## src/trace_capture_defs.svh

```systemverilog
`ifndef TRACE_CAPTURE_DEFS_SVH
`define TRACE_CAPTURE_DEFS_SVH

// one raw adc sample, as delivered by the converter
`define SAMPLE_WIDTH 12

// default capture fifo depth, must stay a power of two
`define FIFO_DEPTH 32

// sample count and fill threshold registers
`define CNT_WIDTH 16

// four host registers, word addressed
`define REG_AW 2

`endif

```

## src/trace_capture_pkg.sv

```systemverilog
`default_nettype none
`include "trace_capture_defs.svh"

package trace_capture_pkg;

  // host register map
  typedef enum logic [`REG_AW-1:0] {
    REG_CTRL   = 2'd0,  // bit 0 arms a capture
    REG_COUNT  = 2'd1,  // samples per capture
    REG_THRESH = 2'd2,  // fifo fill threshold
    REG_STATUS = 2'd3   // read only
  } reg_addr_e;

  typedef enum logic [1:0] {
    ST_IDLE,
    ST_ARMED,    // waiting for trigger
    ST_CAPTURE   // forwarding samples into the fifo
  } cap_state_e;

  typedef struct packed {
    logic        wr;
    logic        rd;
    reg_addr_e   addr;
    logic [31:0] wdata;
  } reg_req_t;

  typedef struct packed {
    logic        valid;
    logic [31:0] rdata;
  } reg_rsp_t;

  // one fifo entry; first marks the sample right after the trigger
  typedef struct packed {
    logic                     first;
    logic [`SAMPLE_WIDTH-1:0] data;
  } sample_word_t;

  typedef struct packed {
    logic                  arm;        // single cycle
    logic [`CNT_WIDTH-1:0] count;
    logic [`CNT_WIDTH-1:0] threshold;
  } cap_cfg_t;

  typedef struct packed {
    logic empty;
    logic almost_empty;
    logic full;
    logic threshold;
    logic overflow;   // pulse
    logic underflow;  // pulse
  } fifo_stat_t;

endpackage

`default_nettype wire

```

## src/capture_regs.sv

```systemverilog
`timescale 1ns/1ps
`default_nettype none
`include "trace_capture_defs.svh"

module capture_regs (
  input  wire logic                          clk,
  input  wire logic                          rst_n,
  input  wire trace_capture_pkg::reg_req_t   reg_req,    // one access per cycle
  output trace_capture_pkg::reg_rsp_t        reg_rsp,    // reply one cycle after rd
  output trace_capture_pkg::cap_cfg_t        cfg,
  input  wire logic                          busy,
  input  wire logic                          cap_done,
  input  wire trace_capture_pkg::fifo_stat_t fifo_stat
);
  import trace_capture_pkg::*;

  logic                  arm_q;        // arm pulse towards the controller
  logic [`CNT_WIDTH-1:0] count_q;
  logic [`CNT_WIDTH-1:0] thresh_q;
  logic                  done_q;       // sticky
  logic                  ovf_q;        // sticky
  logic                  rsp_valid_q;
  logic [31:0]           rsp_data_q;
  logic [31:0]           status;
  logic [31:0]           rd_mux;
  logic                  wr_ctrl;
  logic                  wr_count;
  logic                  wr_thresh;

  // write decode
  assign wr_ctrl   = reg_req.wr && (reg_req.addr == REG_CTRL);
  assign wr_count  = reg_req.wr && (reg_req.addr == REG_COUNT);
  assign wr_thresh = reg_req.wr && (reg_req.addr == REG_THRESH);

  // status word, upper bits read as zero
  assign status = {26'd0,
                   fifo_stat.threshold,  // bit 5, live
                   fifo_stat.full,       // bit 4, live
                   fifo_stat.empty,      // bit 3, live
                   ovf_q,                // bit 2
                   done_q,               // bit 1
                   busy};                // bit 0

  always_ff @(posedge clk or negedge rst_n) begin
    if (!rst_n) begin
      arm_q       <= 1'b0;
      count_q     <= '0;
      thresh_q    <= '0;
      done_q      <= 1'b0;
      ovf_q       <= 1'b0;
      rsp_valid_q <= 1'b0;
    end else begin
      arm_q <= wr_ctrl && reg_req.wdata[0];  // self clearing
      if (wr_count)
        count_q <= reg_req.wdata[`CNT_WIDTH-1:0];
      if (wr_thresh)
        thresh_q <= reg_req.wdata[`CNT_WIDTH-1:0];
      // a new arm starts a fresh capture record
      if (arm_q)
        done_q <= 1'b0;
      else if (cap_done)
        done_q <= 1'b1;
      if (arm_q)
        ovf_q <= 1'b0;
      else if (fifo_stat.overflow)
        ovf_q <= 1'b1;
      rsp_valid_q <= reg_req.rd;
    end
  end

  // read mux
  always_comb begin
    unique case (reg_req.addr)
      REG_CTRL:   rd_mux = 32'(busy);      // arm bit reads back as busy
      REG_COUNT:  rd_mux = 32'(count_q);
      REG_THRESH: rd_mux = 32'(thresh_q);
      REG_STATUS: rd_mux = status;
      default:    rd_mux = '0;
    endcase
  end

  always_ff @(posedge clk) begin
    if (reg_req.rd)
      rsp_data_q <= rd_mux;  // captured with the request, held until the next read
  end

  assign cfg     = '{arm: arm_q, count: count_q, threshold: thresh_q};
  assign reg_rsp = '{valid: rsp_valid_q, rdata: rsp_data_q};

  // reply only ever follows a read request by exactly one cycle
  a_rsp_after_rd: assert property (@(posedge clk) disable iff (!rst_n)
    reg_rsp.valid |-> $past(reg_req.rd));

endmodule

`default_nettype wire

```

## src/capture_ctrl.sv

```systemverilog
`timescale 1ns/1ps
`default_nettype none
`include "trace_capture_defs.svh"

module capture_ctrl (
  input  wire logic                          clk,
  input  wire logic                          rst_n,
  input  wire trace_capture_pkg::cap_cfg_t   cfg,
  input  wire logic [`SAMPLE_WIDTH-1:0]      adc_sample,
  input  wire logic                          sample_valid,  // no back-pressure
  input  wire logic                          trigger,       // level, sampled each cycle
  output logic                               wr_valid,
  output trace_capture_pkg::sample_word_t    wr_word,
  output logic                               busy,
  output logic                               cap_done
);
  import trace_capture_pkg::*;

  cap_state_e            state_q;
  logic [`CNT_WIDTH-1:0] remain_q;  // writes still to issue
  logic                  first_q;   // next write is the first after trigger
  logic                  last_wr;

  // samples go straight to the fifo write port
  assign wr_valid = (state_q == ST_CAPTURE) && sample_valid;
  assign wr_word  = '{first: first_q, data: adc_sample};
  assign busy     = (state_q != ST_IDLE);
  assign last_wr  = wr_valid && (remain_q == `CNT_WIDTH'(1));

  always_ff @(posedge clk or negedge rst_n) begin
    if (!rst_n) begin
      state_q  <= ST_IDLE;
      remain_q <= '0;
      first_q  <= 1'b0;
      cap_done <= 1'b0;
    end else begin
      cap_done <= 1'b0;  // pulse
      unique case (state_q)
        ST_IDLE: begin
          if (cfg.arm) begin
            remain_q <= cfg.count;
            // zero length capture finishes without waiting for a trigger
            if (cfg.count == '0)
              cap_done <= 1'b1;
            else
              state_q <= ST_ARMED;
          end
        end
        ST_ARMED: begin
          if (trigger) begin
            state_q <= ST_CAPTURE;
            first_q <= 1'b1;
          end
        end
        ST_CAPTURE: begin
          // every valid sample counts, stored or dropped
          if (wr_valid) begin
            remain_q <= remain_q - `CNT_WIDTH'(1);
            first_q  <= 1'b0;
            if (last_wr) begin
              state_q  <= ST_IDLE;
              cap_done <= 1'b1;
            end
          end
        end
        default: state_q <= ST_IDLE;
      endcase
    end
  end

  // counter never runs out while writes are still going out
  a_wr_in_capture: assert property (@(posedge clk) disable iff (!rst_n)
    wr_valid |-> (state_q == ST_CAPTURE) && (remain_q != '0));

  // done comes with the return to idle
  a_done_not_busy: assert property (@(posedge clk) disable iff (!rst_n)
    cap_done |-> !busy);

endmodule

`default_nettype wire

```

## src/sample_fifo.sv

```systemverilog
`timescale 1ns/1ps
`default_nettype none
`include "trace_capture_defs.svh"

module sample_fifo #(
  parameter int DEPTH = `FIFO_DEPTH  // power of two of at least 4
) (
  input  wire logic                            clk,
  input  wire logic                            rst_n,
  input  wire logic [`CNT_WIDTH-1:0]           threshold,
  input  wire logic                            wr_valid,
  input  wire trace_capture_pkg::sample_word_t wr_word,
  output logic                                 wr_ready,
  output logic                                 out_valid,
  output trace_capture_pkg::sample_word_t      out_word,
  input  wire logic                            out_ready,
  output trace_capture_pkg::fifo_stat_t        stat
);
  import trace_capture_pkg::*;

  localparam int AW = $clog2(DEPTH);

  if ((DEPTH < 4) || ((DEPTH & (DEPTH - 1)) != 0)) begin : g_depth_check
    $error("sample_fifo DEPTH must be a power of two of at least 4");
  end

  sample_word_t mem [DEPTH];  // flop storage
  logic [AW:0]  wptr_q;       // extra msb tells full from empty
  logic [AW:0]  rptr_q;
  logic [AW:0]  fill;
  logic [AW:0]  thresh_trim;
  logic         full;
  logic         empty;
  logic         wr_fire;
  logic         rd_fire;
  logic         ovf_q;
  logic         udf_q;

  // same address on a different lap
  assign full  = (wptr_q[AW] != rptr_q[AW]) && (wptr_q[AW-1:0] == rptr_q[AW-1:0]);
  assign empty = (wptr_q == rptr_q);

  // modulo difference of the pointers gives the fill level across the wrap
  assign fill        = wptr_q - rptr_q;
  assign thresh_trim = threshold[AW:0];

  assign wr_ready = !full;
  assign wr_fire  = wr_valid && !full;
  assign rd_fire  = out_valid && out_ready;

  // first word fall through with the head entry always on the output
  assign out_valid = !empty;
  assign out_word  = mem[rptr_q[AW-1:0]];

  always_ff @(posedge clk or negedge rst_n) begin
    if (!rst_n) begin
      wptr_q <= '0;
      rptr_q <= '0;
    end else begin
      if (wr_fire)
        wptr_q <= wptr_q + (AW+1)'(1);
      if (rd_fire)
        rptr_q <= rptr_q + (AW+1)'(1);
    end
  end

  always_ff @(posedge clk) begin
    if (wr_fire)
      mem[wptr_q[AW-1:0]] <= wr_word;
  end

  // one cycle pulses for refused accesses
  always_ff @(posedge clk or negedge rst_n) begin
    if (!rst_n) begin
      ovf_q <= 1'b0;
      udf_q <= 1'b0;
    end else begin
      ovf_q <= wr_valid && full;  // sample dropped
      udf_q <= rd_fire && empty;
    end
  end

  assign stat = '{
    empty:        empty,
    almost_empty: (fill <= (AW+1)'(1)),
    full:         full,
    threshold:    (fill >= thresh_trim),
    overflow:     ovf_q,
    underflow:    udf_q
  };

  // neither pointer can run past the other so the fill level stays within the depth
  a_fill_in_range: assert property (@(posedge clk) disable iff (!rst_n)
    fill <= (AW+1)'(DEPTH));

  // valid/ready read side cannot pop an empty fifo
  a_no_underflow: assert property (@(posedge clk) disable iff (!rst_n)
    !stat.underflow);

endmodule

`default_nettype wire

```

## src/trace_capture_top.sv

```systemverilog
`timescale 1ns/1ps
`default_nettype none
`include "trace_capture_defs.svh"

module trace_capture_top (
  input  wire logic                          clk,
  input  wire logic                          rst_n,
  input  wire trace_capture_pkg::reg_req_t   reg_req,
  output trace_capture_pkg::reg_rsp_t        reg_rsp,
  input  wire logic [`SAMPLE_WIDTH-1:0]      adc_sample,
  input  wire logic                          sample_valid,
  input  wire logic                          trigger,
  output logic                               out_valid,
  output trace_capture_pkg::sample_word_t    out_word,
  input  wire logic                          out_ready
);
  import trace_capture_pkg::*;

  cap_cfg_t     cfg;        // arm, count, threshold
  logic         busy;
  logic         cap_done;
  fifo_stat_t   fifo_stat;
  logic         wr_valid;
  sample_word_t wr_word;

  capture_regs u_regs (
    .clk       (clk),
    .rst_n     (rst_n),
    .reg_req   (reg_req),
    .reg_rsp   (reg_rsp),
    .cfg       (cfg),
    .busy      (busy),
    .cap_done  (cap_done),
    .fifo_stat (fifo_stat)
  );

  capture_ctrl u_ctrl (
    .clk          (clk),
    .rst_n        (rst_n),
    .cfg          (cfg),
    .adc_sample   (adc_sample),
    .sample_valid (sample_valid),
    .trigger      (trigger),
    .wr_valid     (wr_valid),
    .wr_word      (wr_word),
    .busy         (busy),
    .cap_done     (cap_done)
  );

  // adc cannot stall, drops show up as overflow in the status
  sample_fifo #(
    .DEPTH (`FIFO_DEPTH)
  ) u_fifo (
    .clk       (clk),
    .rst_n     (rst_n),
    .threshold (cfg.threshold),
    .wr_valid  (wr_valid),
    .wr_word   (wr_word),
    .wr_ready  (),
    .out_valid (out_valid),
    .out_word  (out_word),
    .out_ready (out_ready),
    .stat      (fifo_stat)
  );

endmodule

`default_nettype wire

```

## config.mk

```make
export PLATFORM = sky130hd
export DESIGN_NAME = trace_capture_top
export DESIGN_NICKNAME = d
export VERILOG_FILES = /design/src/trace_capture_pkg.sv /design/src/capture_regs.sv /design/src/capture_ctrl.sv /design/src/sample_fifo.sv /design/src/trace_capture_top.sv
export VERILOG_INCLUDE_DIRS = /design/src
export SDC_FILE = /design/constraint.sdc
export NUM_CORES = 1
export LEC_CHECK = 0
export ABC_AREA = 1
export BUFFER_PORTS_ARGS = -buffer_cell sky130_fd_sc_hd__buf_4
export CAP_MARGIN = 10
export CORE_MARGIN = 1
export CORE_UTILIZATION = 60
export DETAILED_ROUTE_END_ITERATION = 8
export PLACE_DENSITY_LB_ADDON = 0.1
export SLEW_MARGIN = 40
export SYNTH_ARGS = -nofsm -noshare
export SYNTH_HDL_FRONTEND = slang
export SYNTH_HIERARCHICAL = 1
export SYNTH_SLANG_ARGS = --single-unit
```

## constraint.sdc

```tcl
create_clock -name clk -period 4.4 [get_ports clk]
set_input_delay 0 -clock clk [delete_from_list [all_inputs] [get_ports clk]]
set_output_delay 0 -clock clk [all_outputs]
set_load 0.02 [all_outputs]
```

# Word-level counts from Yosys, hierarchy flattened
# Memories as Yosys holds them, arrays and structs flattened.
# Cells that the tools add are included.
dict set report totals {
  reg_bits 101
  ramBits 416
  in_bits 53
  output_inout_bits 47
  wordCells 81
  memories 1
}
dict set report classes {
  add_sub_neg 4
  magnitude_cmp 1
  n_eq_ne 14
  mux 24
  n_reduce_logical 23
}
# name depth word_bits read_ports rd_ports_with_merged_regs write_ports line
set mem_list {}
lappend mem_list {u_fifo.mem 32 13 1 0 1 sample_fifo.sv:27} ;# sample_word_t mem [DEPTH];
# cell count
set ops {}
lappend ops {{case mux 32 bit (4 select lines)} 1}
lappend ops {{2-to-1 mux 16 bit} 2}
lappend ops {{case mux 16 bit (2 select lines)} 1}
lappend ops {{== test 16 x 1 -> 1 bit (second input constant)} 1}
lappend ops {{zero test 16 bit} 1}
lappend ops {{subtractor 16 x 1 -> 16 bit (second input constant)} 1}
lappend ops {{adder 6 x 1 -> 6 bit (second input constant)} 2}
lappend ops {{2-to-1 mux 1 bit} 12}
lappend ops {{logical AND 1 bit} 10}
lappend ops {{2-to-1 mux 2 bit} 5}
lappend ops {{nonzero test 2 bit} 5}
lappend ops {{== test 2 bit (second input constant)} 3}
lappend ops {{== test 6 bit} 1}
lappend ops {{>= comparator 6 bit} 1}
lappend ops {{!= test 2 bit (second input constant)} 3}
lappend ops {{case mux 2 bit (3 select lines)} 1}
lappend ops {{AND reduction 3 bit} 2}
lappend ops {{subtractor 6 bit} 1}
lappend ops {{== test 5 bit} 1}
lappend ops {{AND reduction 5 bit} 1}
lappend ops {{== test 2 x 1 -> 1 bit (second input constant)} 2}
lappend ops {{zero test 2 bit} 2}
lappend ops {{!= test 2 x 1 -> 1 bit (second input constant)} 2}
lappend ops {{case mux 1 bit (2 select lines)} 2}
lappend ops {{2 further kinds} 3}

# Depth between registers and ports, before layout
# Gate-level depths: netlist of run 1.
dict set report depth {
  depth_word 6
  depth_mapped 18
  ltp_nobuf 16
}

# Hierarchy
# The synthesis of run 1 kept the hierarchy.
# mod instances cells_per_inst area_each_um2
set modules_own_cells {}
lappend modules_own_cells {sample_fifo 1 1582 17943.5}
lappend modules_own_cells {capture_regs 1 248 2270.9}
lappend modules_own_cells {capture_ctrl 1 258 1571.5}

# Worst setup path before layout of run 1
# Ideal clock, no wire load.
dict set report synth_path {
  path_kind {register -> register}
  startpoint {reg u_fifo.rptr_q[4]}
  endpoint {mem u_fifo/mem[31][0] in the netlist's numbering, enable pin}
  setup_ns 0.402
  t_arrival_ns 2.534
  required_ns 3.998
  setup_slack_ns 1.464
  stages_incl_launch_ff 10
  path_cell_list {dfrtp_1 -> clkbuf_1 -> inv_1 -> clkbuf_1 -> ha_1 -> inv_2 -> nor3_4 -> nand2_2 -> nand2_2 -> nor3b_1}
}
dict set report synth_between {
  elab_chain_len 6
}
# element line
set synth_lines {}
lappend synth_lines {{from (decl)} sample_fifo.sv:29} ;# logic [AW:0] rptr_q;
lappend synth_lines {{from (signal assigned)} sample_fifo.sv:63} ;# rptr_q <= rptr_q + (AW+1)'(1);
lappend synth_lines {{== test 5 bit} sample_fifo.sv:40} ;# assign full = (wptr_q[AW] != rptr_q[AW]) && (wptr_q[AW-1:0] == rptr_q[AW-1:0]);
lappend synth_lines {{logical AND 1 bit} sample_fifo.sv:40}
lappend synth_lines {{zero test 1 bit} --}
lappend synth_lines {{logical AND 1 bit} sample_fifo.sv:48} ;# assign wr_fire = wr_valid && !full;
lappend synth_lines {{2-to-1 mux 1 bit} sample_fifo.sv:68} ;# if (wr_fire)
lappend synth_lines {{2-to-1 mux 1 bit (not written as such)} sample_fifo.sv:69} ;# mem[wptr_q[AW-1:0]] <= wr_word;
lappend synth_lines {{to (decl)} sample_fifo.sv:27}
# Every way passes these cells.

# Final worst setup path of run 1
dict set report layout_path {
  startpoint {reg u_fifo.rptr_q[3]}
  endpoint {mem u_fifo/mem[16][12] in the netlist's numbering, enable pin}
}
# Same word-level chain as after synthesis.

==> run_results.csv, run 1 <==
group,metric,value,unit
run,max_cap_viol_count,0,
global_route,grt_pass1_vias,14600,
critical_path,cp-end-kind,"register",
layout,multiInputGateArea,6090,um2
layout,drive_gt1_frac,0.101,
clock_network,root_buffer,"clkbuf_16",
pwr,power_density,625,nW/um2
clock_network,post_cts_resized,0,
sta,grt_setup_unrepaired,"false",
pwr,internal_power,9.53,mW
clock_network,htreeDepth,2,
clock_network,cts_made_buffers,50,
clock_network,clk_latency,0.59,ns
pwr,pwr-share-comb,0.358,
drt,drt_wl_total,52400,um
die,die_x,192,um
drt,post_drt_via_cell_ratio,5.64,
sta,max_freq,0.287,GHz
global_route,grtUsageMet3,0.0536,
die,io_pins,100,
drt,antenna_left,0,
sta,worst_slew_pin_slew,0.787,ns
die,row_count,69,
sta,tns,0,ns
sta,finalCritPeriodShare,0.793,
hold_path,hp-class,"primary input to register",
drt,wl_per_cell,19.5,um
drt,drc,0,
critical_path,critPathMaxFanout,17,
pwr,power_frac_seq,0.371,
clock_network,numClockSinks,501,
pwr,ir_worst_vdd,664,uV
sta,clock_skew,0.0243,ns
placed_design,io_buffers,67,
synthesis,synth_warnings,6,
clock_network,cts_tree,"yes",
global_route,grt_pass1_wl,80500,um
die,start_util,0.611,
critical_path,start_kind,"register",
sta,setup-violations-final,0,
placed_design,hpwlAfterDp,30400,um
synthesis,syn_area_per_cell,10.4,um2
critical_path,required,4.67,ns
status,outcome,"finished, final reports clean",
sta,timing.final.crit_period,3.49,ns
global_route,grt_max_degree,127,
layout,syn2layout_area_growth,13.4,%
die,fp.dieH,192,um
global_route,grt_overflow,0,
sta,hold_violations,0,
drt,num_vias,15200,
layout,regArea,14700,um2
global_route,gr-usage-met2,0.478,
drt,drt_first_pass_iters,5,
drt,first_iter_violations,1341,
synthesis,synth_cells,2082,
synthesis,syn_area,21700,um2
pwr,leakagePower,9.96,nW
die,placeableCoreArea,35600,um2
clock_network,path_clk_slew,0.06,ns
pwr,p_clk_frac,0.270,
critical_path,critPathKind,"register to register",
global_route,antenna_found_initial,1,
placed_design,gp_congestion,0.848,
global_route,grt_busiest_layer,"met2",
clock_network,clock_tree.buffer_depth,3,
pwr,switching_share,0.381,
layout,fill_cells,2586,
global_route,track_usage,0.292,
layout,final_nets,2257,
die,fp.dieArea,37000,um2
critical_path,cp_data_arrival_time,3.76,ns
sta,drv_slew,0,
pwr,p_switching,5.87,mW
sta,worst_slew_margin_rel,0.475,
global_route,grt_util_met1,0.394,
sta,hold-worst-slack,0.180,ns
-- final cells by class --
type	count	area share
Inverter	70	0.0110
Multi-Input combinational cell	1399	0.247
Clock inverter	30	0.0107
Sequential cell	501	0.597
Clock buffer	63	0.0544
Antenna cell	1	0.000102
Timing Repair Buffer	163	0.0563
Tap cell	461	0.0234
-- flip-flops by register name (all words and copies together) (netlist names), 2 cells and up --
register           count
u_fifo/mem           416
u_ctrl/remain_q       16
u_regs/count_q        16
u_regs/rsp_data_q     16
u_regs/thresh_q       16
u_fifo/rptr_q          6
u_fifo/wptr_q          6
u_ctrl/state_q         2
-- path summary, 6_finish.rpt --
check / startpoint / endpoint / slack, ns / cells past startpoint
min reg2reg: u_ctrl/cap_done / u_regs/done_q / 0.47 / 2
max in group asynchronous: rst_n / u_regs/thresh_q[3] / 2.90 / 4
max: u_fifo/rptr_q[3] / u_fifo/mem[16][12] / 0.91 / 10
max reg2reg: u_fifo/rptr_q[3] / u_fifo/mem[16][12] / 0.91 / 10
min: reg_req[15] / u_regs/thresh_q[15] / 0.18 / 4
min in group asynchronous: rst_n / u_fifo/wptr_q[0] / 0.52 / 3
-- power by group through the flow --
stage | Combinational (mW) | Sequential [mW] | Clock, mW
detailed placement | 5.40 | 5.81 | 0
global route | 6.10 | 5.75 | 4.41
global placement | 5.28 | 5.81 | 0
floorplan | 3.83 | 5.75 | 0
CTS | 5.48 | 5.72 | 4.23
finish | 5.52 | 5.72 | 4.16
-- worst max-delay path: stages (launching register included) --
cell and delay [ns]:
dfrtp_1 0.35, clkinv_1 0.46, ha_1 0.56, nand2_1 0.15, nor3_4 0.06, nand2_2 0.07
nand2_2 0.10, inv_2 0.24, nand2_1 0.33, nor2_1 0.57, buf_4 0.30
-- through the flow --
step / instances / setup WS (ns) / power (mW) / instance area (um2) / utilization
after floorplan: 2097 / 1.46 / 9.58 / 21800 / -
after global placement: 2542 / 1.09 / 11.1 / 22500 / 0.632
after detailed placement: 2543 / 1.02 / 11.2 / 22500 / 0.633
after CTS: 2687 / 0.837 / 15.4 / 24600 / 0.693
after global routing: 2688 / 0.739 / 16.3 / 24600 / 0.693
final: 2688 / 0.910 / 15.4 / 24600 / 0.693
-- metal layers --
| layer | up-vias | part of all wire | wire length, um |
|---|---|---|---|
| met5 | - | 0 | 0 |
| met4 | 0 | 0.027 | 1410 |
| met3 | 104 | 0.085 | 4450 |
| met2 | 668 | 0.48 | 25400 |
| met1 | 7255 | 0.40 | 21200 |
| li1 | 7144 | - | - |
-- cell usage in the layout (no fill, tap or decap), types with 17 or more instances in the layout --
cell type      instances
inv_1                 58
ha_1                  18
clkbuf_16             51
o21ai_0               17
nand3_1              266
dlygate4sd3_1         51
edfxtp_1             432
dfrtp_1               67
buf_4                109
nand2_1              867
a21oi_1               58
nor2_1               107
-- timing repair --
| item | in CTS | in global routing |
|---|---|---|
| buffers inserted | 0 | 0 |
| hold buffers | 51 | 0 |
| endpoints found under the hold margin | 531 | 0 |
Power figures use the tool's default switching activity.
==> run 2, diff against run 1 <==
--- a/config.mk
+++ b/config.mk
@@ -6,11 +6,11 @@
 export SDC_FILE = /design/constraint.sdc
 export NUM_CORES = 1
 export LEC_CHECK = 0
-export ABC_AREA = 1
+export ABC_AREA = 0
 export BUFFER_PORTS_ARGS = -buffer_cell sky130_fd_sc_hd__buf_4
 export CAP_MARGIN = 10
 export CORE_MARGIN = 1
-export CORE_UTILIZATION = 60
+export CORE_UTILIZATION = 55
 export DETAILED_ROUTE_END_ITERATION = 8
 export PLACE_DENSITY_LB_ADDON = 0.1
 export SLEW_MARGIN = 40
==> constraint.sdc (replaced) <==
create_clock -name clk -period 3.2 [get_ports clk]
set_input_delay 0 -clock clk [delete_from_list [all_inputs] [get_ports clk]]
set_output_delay 0 -clock clk [all_outputs]
set_load 0.02 [all_outputs]
==> run_results.csv, run 2 <==
group,metric,value,unit
status,outcome,"complete, but fails checks",
status,violations,"hold timing",
sta,tns,0,ns
critical_path,cp_data_arrival_time,3.15,ns
drt,wl_per_cell,23.6,um
sta,finalCritPeriodShare,0.985,
layout,final_nets,1416,
critical_path,r2r_end,"u_regs/rsp_data_q[5]",
drt,first_iter_violations,720,
synthesis,syn_area,20800,um2
critical_path,reg2reg_slack,0.31,ns
critical_path,path_common_cell,"buf_16",
sta,max_freq,0.317,GHz
critical_path,critPathMaxFanout,47,
die,fp.dieH,197,um
global_route,grt_pass1_wl,68100,um
pwr,leakagePower,8.37,nW
critical_path,start_kind,"register",
critical_path,rr_startpoint,"u_fifo/rptr_q[1]",
layout,layout_common_cells,"432 x edfxtp_1, 112 x mux2_2, 110 x buf_4",
layout,largest_reg_flops,416,
drt,antenna_left,0,
clock_network,path_clk_slew,0.06,ns
die,fp.dieArea,38700,um2
critical_path,critPathKind,"register to output pin",
sta,grt_setup_unrepaired,"false",
global_route,grt_overflow,0,
sta,hold_violations,7,
die,start_util,0.564,
drt,drt_first_pass_iters,5,
die,io_pins,100,
critical_path,cp_slowest_cell,"dfrtp_4",
sta,worst_slew_pin_slew,0.729,ns
layout,layout_commonest_cell,"edfxtp_1",
synthesis,synth_warnings,6,
pwr,ir_worst_vdd,560,uV
sta,hold-worst-slack,-0.00259,ns
layout,antenna_cells,0,
global_route,antenna_found_initial,0,
run,max_cap_viol_count,0,
sta,timing.final.crit_period,3.15,ns
placed_design,gp_congestion,0.794,
critical_path,reg2reg_depth,10,
sta,worst_slew_margin_rel,0.512,
sta,setup-violations-final,0,
global_route,grt_max_degree,70,
sta,drv_slew,0,
clock_network,numClockSinks,501,
layout,syn2layout_area_growth,14.8,%
drt,num_vias,11100,
die,die_x,197,um
sta,clock_skew,0.0153,ns
critical_path,path_cells,"buf_16 > buf_16 > mux2_2 > o22ai_1 > nor2_1 > a22oi_1 > nand3_1 > buf_4",
placed_design,hpwlAfterDp,25900,um
die,row_count,70,
global_route,track_usage,0.239,
critical_path,cp-startpoint,"u_fifo/rptr_q[2]",
die,placeableCoreArea,37000,um2
critical_path,critPathCapture,"out_word[8]",
clock_network,cts_made_buffers,50,
clock_network,cts_tree,"yes",
synthesis,syn_area_per_cell,17.1,um2
layout,fill_cells,2657,
drt,post_drt_via_cell_ratio,5.87,
hold_path,hp-class,"primary input to async pin",
clock_network,htreeDepth,2,
drt,drt_wl_total,44600,um
critical_path,cp-end-kind,"output pin",
layout,drive_gt1_frac,0.288,
clock_network,clk_latency,0.58,ns
pwr,p_total,20.2,mW
clock_network,root_buffer,"clkbuf_16",
synthesis,synth_cells,1217,
placed_design,io_buffers,67,
pwr,power_density,842,nW/um2
critical_path,slowest_delay,0.48,ns
clock_network,clock_tree.buffer_depth,3,
critical_path,required,3.20,ns
drt,drc,0,
global_route,grt_pass1_vias,11400,
[run 2: timing repair]
item                       in CTS  in global routing
hold buffers                   36                  0
pin swaps                       0                  0
hold endpoints to repair      520                  0
setup endpoints to repair      12                  1
setup buffers                   0                  0
gates cloned                    2                  0
resized for setup               1                  2
[run 2: per-layer routing]
metal	global-route usage	up-vias	share of wire
li1	-	5005	-
met1	0.332	5721	0.44
met2	0.397	304	0.49
met3	0.0373	56	0.047
met4	0.0669	0	0.018
met5	0	-	0
[run 2: final cells by class]
cell class | count | area [um2] | area share
Multi-Input combinational cell | 618 | 5510 | 0.230
Clock inverter | 30 | 267 | 0.0111
Tap cell | 504 | 631 | 0.0263
Sequential cell | 501 | 14700 | 0.615
Timing Repair Buffer | 155 | 1390 | 0.0582
Inverter | 18 | 67.6 | 0.00282
Clock buffer | 62 | 1360 | 0.0568
[run 2: how the worst min path moves through the flow]
| stage | slack, ns | endpoint | depth (start not counted) | startpoint |
|---|---|---|---|---|
| 3_5_place_dp | 0.06 | u_regs/rsp_valid_q | 1 | rst_n |
| 2_1_floorplan | -0.30 | u_ctrl/cap_done | 0 | rst_n |
| 6_report | -0.003 | u_regs/thresh_q[4] | 2 | rst_n |
| 5_1_grt | 0.07 | u_fifo/rptr_q[3] | 2 | rst_n |
| 4_1_cts | 0.01 | u_fifo/rptr_q[3] | 2 | rst_n |
| 3_3_place_gp | 0.19 | u_regs/rsp_valid_q | 1 | rst_n |
[run 2: report_power, final]
| group | switching (mW) | internal, mW |
|---|---|---|
| Sequential | 0.396 | 7.54 |
| Clock | 2.36 | 3.41 |
| Combinational | 3.57 | 2.88 |
| Total | 6.33 | 13.8 |
[run 2: stage by stage]
stage               cells  hold WS, ns  cell area, um2   util  setup slack [ns]
floorplan            1232       -0.296           20900      -             0.193
global placement     1757        0.191           21800  0.591             0.368
detailed placement   1758       0.0628           21900  0.592             0.340
CTS                  1888       0.0113           23900  0.647            0.0466
global route         1888       0.0656           23900  0.648            0.0166
finish               1888     -0.00259           23900  0.648            0.0468
[run 2: worst max-delay path, delay by kind of cell, from the launching register on]
kind                   cells  cell delay (ns)
multiplexers               1             0.37
AND/OR/NAND/NOR            2             0.27
flip-flops                 1             0.48
AO/OA/AOI/OAI              2             0.69
buffers and inverters      3             0.70
==> run 3, diff against run 2 <==
--- a/config.mk
+++ b/config.mk
@@ -13,6 +13,7 @@
 export CORE_UTILIZATION = 55
 export DETAILED_ROUTE_END_ITERATION = 8
 export PLACE_DENSITY_LB_ADDON = 0.1
+export RECOVER_POWER = 100
 export SLEW_MARGIN = 40
 export SYNTH_ARGS = -nofsm -noshare
 export SYNTH_HDL_FRONTEND = slang
==> run_results.csv, run 3 (same netlist as run 2, synthesis figures left out) <==
group,metric,value,unit
pwr,power_density,847,nW/um2
pwr,ir_worst_vdd,549,uV
sta,worst_slew_margin_rel,-0.180,
clock_network,root_buffer,"clkbuf_16",
global_route,grt_max_degree,70,
sta,tns,0,ns
global_route,grt_pass1_wl,68100,um
critical_path,start_kind,"register",
clock_network,path_clk_slew,0.06,ns
placed_design,place_area,21900,um2
global_route,track_usage,0.239,
critical_path,critPathKind,"register to output pin",
sta,finalCritPeriodShare,0.969,
layout,final_util,0.638,
run,max_cap_viol_count,10,
sta,clock_skew,0.0151,ns
status,outcome,"complete, but fails checks",
die,io_pins,100,
drt,wl_per_cell,23.6,um
layout,largest_reg_flops,416,
layout,layout_commonest_cell,"edfxtp_1",
drt,num_vias,11100,
die,row_count,70,
clock_network,htreeDepth,2,
sta,worst_slew_pin_slew,1.77,ns
layout,drive_gt1_frac,0.245,
critical_path,cp-end-kind,"output pin",
sta,setup-violations-final,0,
critical_path,cp_data_arrival_time,3.10,ns
die,die_x,197,um
sta,timing.final.crit_period,3.10,ns
drt,drt_first_pass_iters,5,
die,placeableCoreArea,37000,um2
layout,syn2layout_area_growth,13.1,%
clock_network,cts_made_buffers,50,
sta,hold-worst-slack,0.189,ns
clock_network,clk_latency,0.58,ns
layout,antenna_cells,0,
layout,layout_common_cells,"432 x edfxtp_1, 112 x mux2_2, 91 x nor2_1",
pwr,p_total,20.0,mW
placed_design,hpwlAfterDp,25900,um
clock_network,clock_tree.buffer_depth,3,
drt,first_iter_violations,712,
sta,hold_violations,0,
status,violations,"capacitance limit, slew limit",
critical_path,critPathMaxFanout,47,
drt,post_drt_via_cell_ratio,5.86,
drt,antenna_left,0,
placed_design,io_buffers,67,
sta,max_freq,0.323,GHz
die,fp.dieArea,38700,um2
pwr,leakagePower,8.09,nW
layout,final_nets,1416,
global_route,grt_overflow,0,
global_route,grt_pass1_vias,11400,
drt,drc,0,
placed_design,gp_congestion,0.794,
drt,drt_wl_total,44500,um
layout,final_area,23600,um2
sta,grt_setup_unrepaired,"false",
clock_network,numClockSinks,501,
critical_path,required,3.20,ns
hold_path,hp-class,"primary input to register",
sta,drv_slew,367,
clock_network,cts_tree,"yes",
die,start_util,0.564,
placed_design,place_ws,0.340,ns
layout,fin_cells,1888,
sta,timing.final.ws_setup,0.0999,ns
placed_design,place_inst,1758,
die,fp.dieH,197,um
global_route,antenna_found_initial,0,
==> run 3: changes by cell type in the layout (fill, tap and decap cells not counted), sizes merged <==
cell	change
buf	-67
clkbuf	+67
==> run 3: path summary, 6_finish.rpt <==
check / start / slack (ns) / cells past startpoint / endpoint
max in group asynchronous: rst_n / 1.48 / 2 / u_fifo/rptr_q[0]
setup / recovery: u_fifo/rptr_q[2] / 0.1 / 8 / out_word[8]
hold reg to reg: u_fifo/ovf_q / 0.48 / 2 / u_regs/ovf_q
min in group asynchronous: rst_n / 0.43 / 2 / u_regs/thresh_q[4]
hold / removal: reg_req[10] / 0.19 / 3 / u_regs/thresh_q[10]
setup reg to reg: u_ctrl/state_q[0] / 0.16 / 7 / u_fifo/mem[23][10]
==> run 3: final cells by class <==
class | count | area [um2]
Sequential cell | 501 | 14700
Multi-Input combinational cell | 618 | 5390
Clock inverter | 30 | 267
Inverter | 18 | 67.6
Tap cell | 504 | 631
Fill cell | 2746 | 13400
Timing Repair Buffer | 155 | 1160
Clock buffer | 62 | 1360
==> run 3: what timing repair did <==
item / CTS / global route
setup buffers: 0 / 0
gates resized for setup: 1 / 2
cloned: 2 / 0
hold buffers: 36 / 0
hold endpoints to repair: 520 / 0
setup endpoints to repair: 12 / 1
==> run 3: where the power goes <==
part	switching, mW	total [mW]	internal (mW)
combinational	3.55	6.26	2.70
sequential	0.393	7.94	7.54
clock	2.37	5.77	3.41
total	6.31	20.0	13.7
==> run 3: metal layers <==
layer  up-vias  share of wire  global-route usage
met5         -              0                   0
met4         0          0.019              0.0669
met3        54          0.047              0.0373
met2       286           0.49               0.397
met1      5730           0.44               0.332
li1       5003              -                   -
==> run 3: critical path, cell delays in order (launching register included) <==
cell and delay [ns]:
dfrtp_4 0.49, buf_16 0.25, buf_16 0.27, mux2_2 0.37, o22ai_1 0.32, nor2_1 0.13, a22oi_1 0.34, nand3_1 0.12
buf_2 0.18
